===== src/logic/median_filter_defines.svh =====
// ----------------------------------------------------------
// median filter sizing: pixel width, line memory depth,
// kernel geometry and pipeline depths
// ----------------------------------------------------------

`ifndef MEDIAN_FILTER_DEFINES_SVH
`define MEDIAN_FILTER_DEFINES_SVH

// pixel and line geometry
`define MF_PIXEL_WIDTH   12
`define MF_LINE_SIZE_MAX 64
`define MF_COL_WIDTH     6

// 5x5 kernel
`define MF_KERNEL_DIM    5
`define MF_KERNEL_SIZE   25

// pipeline depths
`define MF_SORT_STAGES   15
`define MF_WIN_LATENCY   2

`endif

===== src/logic/median_filter_pkg.sv =====
// ----------------------------------------------------------
// median filter types: pixel, column, window and the
// enums for row tracking and network lane roles
// ----------------------------------------------------------

`default_nettype none

`include "median_filter_defines.svh"

package median_filter_pkg;

    typedef logic [`MF_PIXEL_WIDTH-1:0] pixel_t;
    typedef logic [`MF_COL_WIDTH-1:0] col_addr_t;

    // index 0 is the oldest line
    typedef pixel_t [`MF_KERNEL_DIM-1:0] column_t;

    // raster order, row*5 + col, index 12 is the centre
    typedef pixel_t [`MF_KERNEL_SIZE-1:0] window_t;

    typedef enum logic [1:0] {
        ROW_IDLE = 2'd0,
        ROW_FILL = 2'd1,
        ROW_RUN  = 2'd2
    } row_state_e;

    typedef enum logic [1:0] {
        CX_PASS = 2'd0,
        CX_LOW  = 2'd1,
        CX_HIGH = 2'd2
    } cx_op_e;

endpackage

`default_nettype wire


===== src/logic/median_sorter.sv =====
// ----------------------------------------------------------
// median sorter: 15 network stages in a chain, with the
// centre pixel and sync bits delayed alongside
// ----------------------------------------------------------

`default_nettype none

`include "median_filter_defines.svh"

module median_sorter (
    input  wire                          clk,
    input  wire                          rst_i,
    input  median_filter_pkg::window_t   win_i,
    input  wire                          win_de_i,
    input  wire                          win_hs_i,
    input  wire                          win_vs_i,
    output median_filter_pkg::pixel_t    med_o,
    output median_filter_pkg::pixel_t    centre_o,
    output logic                         de_o,
    output logic                         hs_o,
    output logic                         vs_o
);

    localparam int N   = `MF_SORT_STAGES;
    localparam int MID = `MF_KERNEL_SIZE / 2;

    wire median_filter_pkg::window_t lanes [N+1];

    median_filter_pkg::pixel_t centre_sr [N];
    logic [N-1:0]              de_sr;
    logic [N-1:0]              hs_sr;
    logic [N-1:0]              vs_sr;

    assign lanes[0] = win_i;

    // ------------------------------------------------------------
    // compare-exchange network
    // ------------------------------------------------------------
    for (genvar s = 0; s < N; s++) begin : g_stage
        sort_stage #(
            .STAGE (s)
        ) i_sort_stage (
            .clk     (clk),
            .lanes_i (lanes[s]),
            .lanes_o (lanes[s+1])
        );
    end

    // middle of the sorted lanes
    assign med_o = lanes[N][MID];

    // ------------------------------------------------------------
    // matching delay
    // ------------------------------------------------------------
    always_ff @(posedge clk) begin
        centre_sr[0] <= win_i[MID];
        for (int i = 1; i < N; i++) begin
            centre_sr[i] <= centre_sr[i-1];
        end
    end

    always_ff @(posedge clk) begin
        if (rst_i) begin
            de_sr <= '0;
            hs_sr <= '0;
            vs_sr <= '0;
        end else begin
            de_sr <= {de_sr[N-2:0], win_de_i};
            hs_sr <= {hs_sr[N-2:0], win_hs_i};
            vs_sr <= {vs_sr[N-2:0], win_vs_i};
        end
    end

    assign centre_o = centre_sr[N-1];
    assign de_o     = de_sr[N-1];
    assign hs_o     = hs_sr[N-1];
    assign vs_o     = vs_sr[N-1];

endmodule

`default_nettype wire


===== src/logic/sort_stage.sv =====
// ----------------------------------------------------------
// one registered stage of the odd-even merge network,
// 32-lane Batcher rule pruned to 25 lanes
// ----------------------------------------------------------

`default_nettype none

`include "median_filter_defines.svh"

module sort_stage #(
    parameter int STAGE = 0
) (
    input  wire                          clk,
    input  median_filter_pkg::window_t   lanes_i,
    output median_filter_pkg::window_t   lanes_o
);

    localparam int NET_LANES = 32;
    localparam int NET_LOG2  = 5;
    localparam int LANES     = `MF_KERNEL_SIZE;

    // merge level p = 2**t, stages of level t start at t*(t+1)/2
    function automatic int stage_level(int s);
        int t;
        t = 0;
        for (int i = 1; i < NET_LOG2; i++) begin
            if (i * (i + 1) / 2 <= s) begin
                t = i;
            end
        end
        return t;
    endfunction

    function automatic int stage_dist(int s);
        int t;
        t = stage_level(s);
        return 1 << (t - (s - t * (t + 1) / 2));
    endfunction

    // lane l compares with l+k and keeps the smaller
    function automatic bit is_low(int s, int l);
        int k;
        int p;
        int j0;
        k  = stage_dist(s);
        p  = 1 << stage_level(s);
        j0 = k % p;
        return (l >= j0) && (((l - j0) % (2 * k)) < k) && (l + k < NET_LANES)
            && ((l / (2 * p)) == ((l + k) / (2 * p)));
    endfunction

    function automatic median_filter_pkg::cx_op_e lane_op(int s, int l);
        int k;
        k = stage_dist(s);
        if (is_low(s, l) && (l + k < LANES)) begin
            return median_filter_pkg::CX_LOW;
        end else if ((l >= k) && is_low(s, l - k)) begin
            return median_filter_pkg::CX_HIGH;
        end
        return median_filter_pkg::CX_PASS;
    endfunction

    localparam int K = stage_dist(STAGE);

    wire median_filter_pkg::window_t lanes_d;

    for (genvar l = 0; l < LANES; l++) begin : g_lane
        localparam median_filter_pkg::cx_op_e OP = lane_op(STAGE, l);
        localparam int PART = (OP == median_filter_pkg::CX_LOW)  ? l + K :
                              (OP == median_filter_pkg::CX_HIGH) ? l - K : l;

        if (OP == median_filter_pkg::CX_LOW) begin : g_low
            assign lanes_d[l] = (lanes_i[l] <= lanes_i[PART]) ? lanes_i[l] : lanes_i[PART];
        end else if (OP == median_filter_pkg::CX_HIGH) begin : g_high
            assign lanes_d[l] = (lanes_i[l] >= lanes_i[PART]) ? lanes_i[l] : lanes_i[PART];
        end else begin : g_pass
            assign lanes_d[l] = lanes_i[PART];
        end
    end

    always_ff @(posedge clk) begin
        lanes_o <= lanes_d;
    end

endmodule

`default_nettype wire


===== config.mk =====
export PLATFORM = sky130hd
export DESIGN_NAME = median_sorter
export DESIGN_NICKNAME = d
export VERILOG_FILES = /design/src/logic/median_filter_pkg.sv /design/src/logic/median_sorter.sv /design/src/logic/sort_stage.sv
export VERILOG_INCLUDE_DIRS = /design/src /design/src/logic
export SDC_FILE = /design/constraint.sdc
export NUM_CORES = 2
export LEC_CHECK = 0
export BUFFER_PORTS_ARGS = -buffer_cell sky130_fd_sc_hd__buf_2
export CAP_MARGIN = 10
export CORE_MARGIN = 5
export CORE_UTILIZATION = 50
export DETAILED_ROUTE_END_ITERATION = 6
export PLACE_DENSITY = 0.69
export SLEW_MARGIN = 20
export SYNTH_ARGS = -nofsm -noshare
export SYNTH_HDL_FRONTEND = slang
export SYNTH_SLANG_ARGS = --single-unit

===== constraint.sdc =====
create_clock -name clk -period 2.2 [get_ports clk]
set_clock_uncertainty 0.05 [all_clocks]
set_input_delay 0.22 -clock clk [delete_from_list [all_inputs] [get_ports clk]]
set_output_delay 0.22 -clock clk [all_outputs]
set_load 0.005 [all_outputs]

==> results.json <==
{
  "track_usage_pct": 23.8,
  "crit_type": "in2reg",
  "cp.required_ns": 2.93,
  "synth_warnings": 0,
  "die_width_um": 526,
  "fin_area_sq_um": 173000,
  "synth_cell_types": 32,
  "wl_per_cell_um": 23.0,
  "seq_power_share_pct": 35.2,
  "crit_start": "win_i[110]",
  "clock_latency_ns": 0.94,
  "syn_inst": 10938,
  "fillers": 18138,
  "syn_area_per_cell_sq_um": 12.2,
  "clock_sinks": 3513,
  "drv_cap": 0,
  "worstReg2RegStart": "g_stage[0].i_sort_stage.lanes_o[196]",
  "netlist_area_sq_um": 133000,
  "first_pass_iters": 6,
  "cts_buffers": 345,
  "post-route-period-util_pct": 112,
  "whs_path_depth": 2,
  "grt_max_degree": 46,
  "p_int_w": 0.227,
  "r2r_end": "g_stage[1].i_sort_stage.lanes_o[221]",
  "rsz0062_at_grt": "true",
  "ant_nets": 0,
  "layout.nets": 14132,
  "die_h_um": 526,
  "status": "finished with violations",
  "max_stage_delay_ns": 0.67,
  "cts_root_buf": "clkbuf_16",
  "vias_per_cell": 5.35,
  "min-delay-start": "win_i[256]",
  "overflow": 0,
  "clk_path_buf_depth": 4,
  "p_comb_share_pct": 47.2,
  "regArea_sq_um": 71300,
  "setup_viol": 914,
  "placed_area_sq_um": 140000,
  "violations": "negative setup slack",
  "crit_chain": "dlygate4sd3_1, inv_1, ha_4, o211ai_1, a211o_1, a31oi_4, clkbuf_16, mux2_2, dlygate4sd3_1",
  "grt_pass1_wl_mm": 512,
  "num_io_pins": 332,
  "synth.net_count": 12599,
  "async_reset_ff_share_pct": 0,
  "peakVddDrop_mv": 0.991,
  "p_leak_nw": 79.2,
  "totalWireLength_mm": 375,
  "cts_tree": "done",
  "place_hpwl_mm": 257,
  "ff2ff_setup_slack_ns": -0.17,
  "crit_fanout": 6,
  "layout-drive-gt1-share_pct": 39.0,
  "slew_headroom_pct": 53.8,
  "cp-end-kind": "register",
  "period_minus_slack_ns": 2.47,
  "ys_seq_elements": 3513,
  "numPortBuffers": 331,
  "tightest_slew_ns": 0.694,
  "cpMostUsedCell": "dlygate4sd3_1",
  "fp-row-count": 189,
  "yosysSeqAreaShare_pct": 52.9,
  "crit_path_start_kind": "primary input",
  "gp_congestion": 0.930,
  "htreeDepth": 5,
  "arrival_ns": 3.20,
  "grt_antenna_before_repair": 41,
  "cp_slowest_cell": "dlygate4sd3_1",
  "area_growth_pct": 30.2,
  "drcViolationCount": 0,
  "clkPwrFrac_pct": 17.6,
  "finalWorstSetupSlack_ns": -0.269,
  "die_area_sq_um": 277000,
  "pre_cts_ws_ns": -0.150,
  "synth_edf_count": 0,
  "power.density_nw_per_um2": 2010,
  "fmax_mhz": 405,
  "final_cell_mix": "2921 x dfxtp_1, 1396 x mux2_2, 1252 x inv_1, 1086 x ha_1, 1028 x mux2_4",
  "clk_pin_slew_ns": 0.06,
  "hold_violations": 0,
  "hp-class": "in2reg",
  "mostFrequentLayoutCell": "dfxtp_1",
  "grt_pass1_vias": 86206,
  "first_iter_violations": 5811,
  "power.switching_w": 0.121,
  "hold_path_end": "g_stage[0].i_sort_stage.lanes_o[256]",
  "reg2reg_depth": 6,
  "finalMaxSlewViolations": 0,
  "initial_core_util_pct": 50.2,
  "core_sq_um": 265000,
  "multi_input_area_sq_um": 65000,
  "vias": 87191,
  "synth_flop_cell": "dfxtp_1",
  "swShare_pct": 34.7
}
-- Yosys cell counts, types with 34 or more instances --
cell type / count / area (sq um)
a211o_1: 102 / 893
nor3_1: 103 / 515
a21oi_1: 552 / 2760
inv_1: 1357 / 5090
o211ai_1: 91 / 683
nand2_1: 242 / 908
mux2_2: 2408 / 27100
a31oi_2: 79 / 988
dfxtp_1: 3513 / 70300
nand2b_1: 111 / 694
nand4_1: 296 / 1850
buf_2: 202 / 1010
nor2b_1: 138 / 863
nor2_1: 41 / 154
ha_1: 1356 / 17000
a21o_1: 34 / 255
nand3_1: 102 / 510
o21ai_0: 124 / 621
-- routing by layer --
layer	wire [um]	GRT usage [%]
met1	164000	32.7
met5	68	0
met4	14700	7.30
met3	17800	2.91
met2	179000	39.3
-- sequential cells by signal, indices dropped and copies added (netlist names) --
name / count
g_stage.i_sort_stage.lanes_o: 3288
vs_sr: 15
hs_sr: 15
de_sr: 15
centre_sr: 180
-- stage by stage --
stage	hold slack, ns	utilization (%)	total power (W)	std cells	setup TNS (ns)
3_3_place_gp	0.260	53.0	0.235	14794	-3.98
2_1_floorplan	0.198	-	0.195	10938	-0.665
6_report	0.0314	65.4	0.348	16294	-41.36
3_5_place_dp	0.262	53.0	0.240	14794	-10.30
5_1_grt	0.0140	65.4	0.365	16289	-116.88
4_1_cts	0.0000929	60.0	0.309	15977	-2.86
-- cell families (layout without fill, tap and decap cells) --
family	count (synthesis)	in the layout	share of synthesized area, %
adder cells (fa/ha/maj)	1356	1356	12.8
multiplexers	2424	2424	20.5
other	0	9	0
buffers and inverters	1582	3395	4.73
AND/OR/NAND/NOR	1037	1038	4.16
flip-flops	3513	3513	52.9
AO/OA/AOI/OAI	1026	1026	4.96
-- worst max-delay path: cells and delay by family --
family / cells / cell delay, ns
compound gates: 3 / 0.72
fa+ha+maj: 1 / 0.30
buf+inv: 4 / 1.60
mux: 1 / 0.34
-- what timing repair did --
item                                    4_1_cts  5_1_grt
gates resized for setup                     280     2389
endpoints found under the setup margin      720     2072
hold buffers                                526      126
cloned                                       18      162
pin swaps                                    25      312
endpoints found under the hold margin       357       98
setup buffers                                11      217
-- cell type report --
type | count | share of cell area, %
antenna | 9 | 0.0130
clock buffer | 462 | 5.67
clock inverter | 166 | 1.25
inverter | 1357 | 2.95
multi-input combinational | 5844 | 37.5
sequential | 3513 | 41.1
tap | 3533 | 2.55
timing repair buffer | 1410 | 8.93
-- power by group through the flow --
stage	clock [W]	combinational [W]	sequential [W]
global route	0.0651	0.176	0.125
floorplan	0	0.0901	0.105
finish	0.0613	0.164	0.122
detailed placement	0	0.120	0.120
global placement	0	0.116	0.120
CTS	0.0621	0.128	0.119
-- worst max-delay path by stage --
stage / to / slack (ns) / depth (start not counted)
after detailed placement: g_stage[10].i_sort_stage.lanes_o[255] / -0.15 / 8
after floorplan: g_stage[1].i_sort_stage.lanes_o[10] / -0.01 / 8
final: g_stage[0].i_sort_stage.lanes_o[117] / -0.27 / 9
after CTS: g_stage[6].i_sort_stage.lanes_o[32] / -0.08 / 8
after global placement: g_stage[10].i_sort_stage.lanes_o[254] / -0.15 / 8
after global routing: g_stage[0].i_sort_stage.lanes_o[117] / -0.25 / 9
Power figures use the tool's default switching activity.
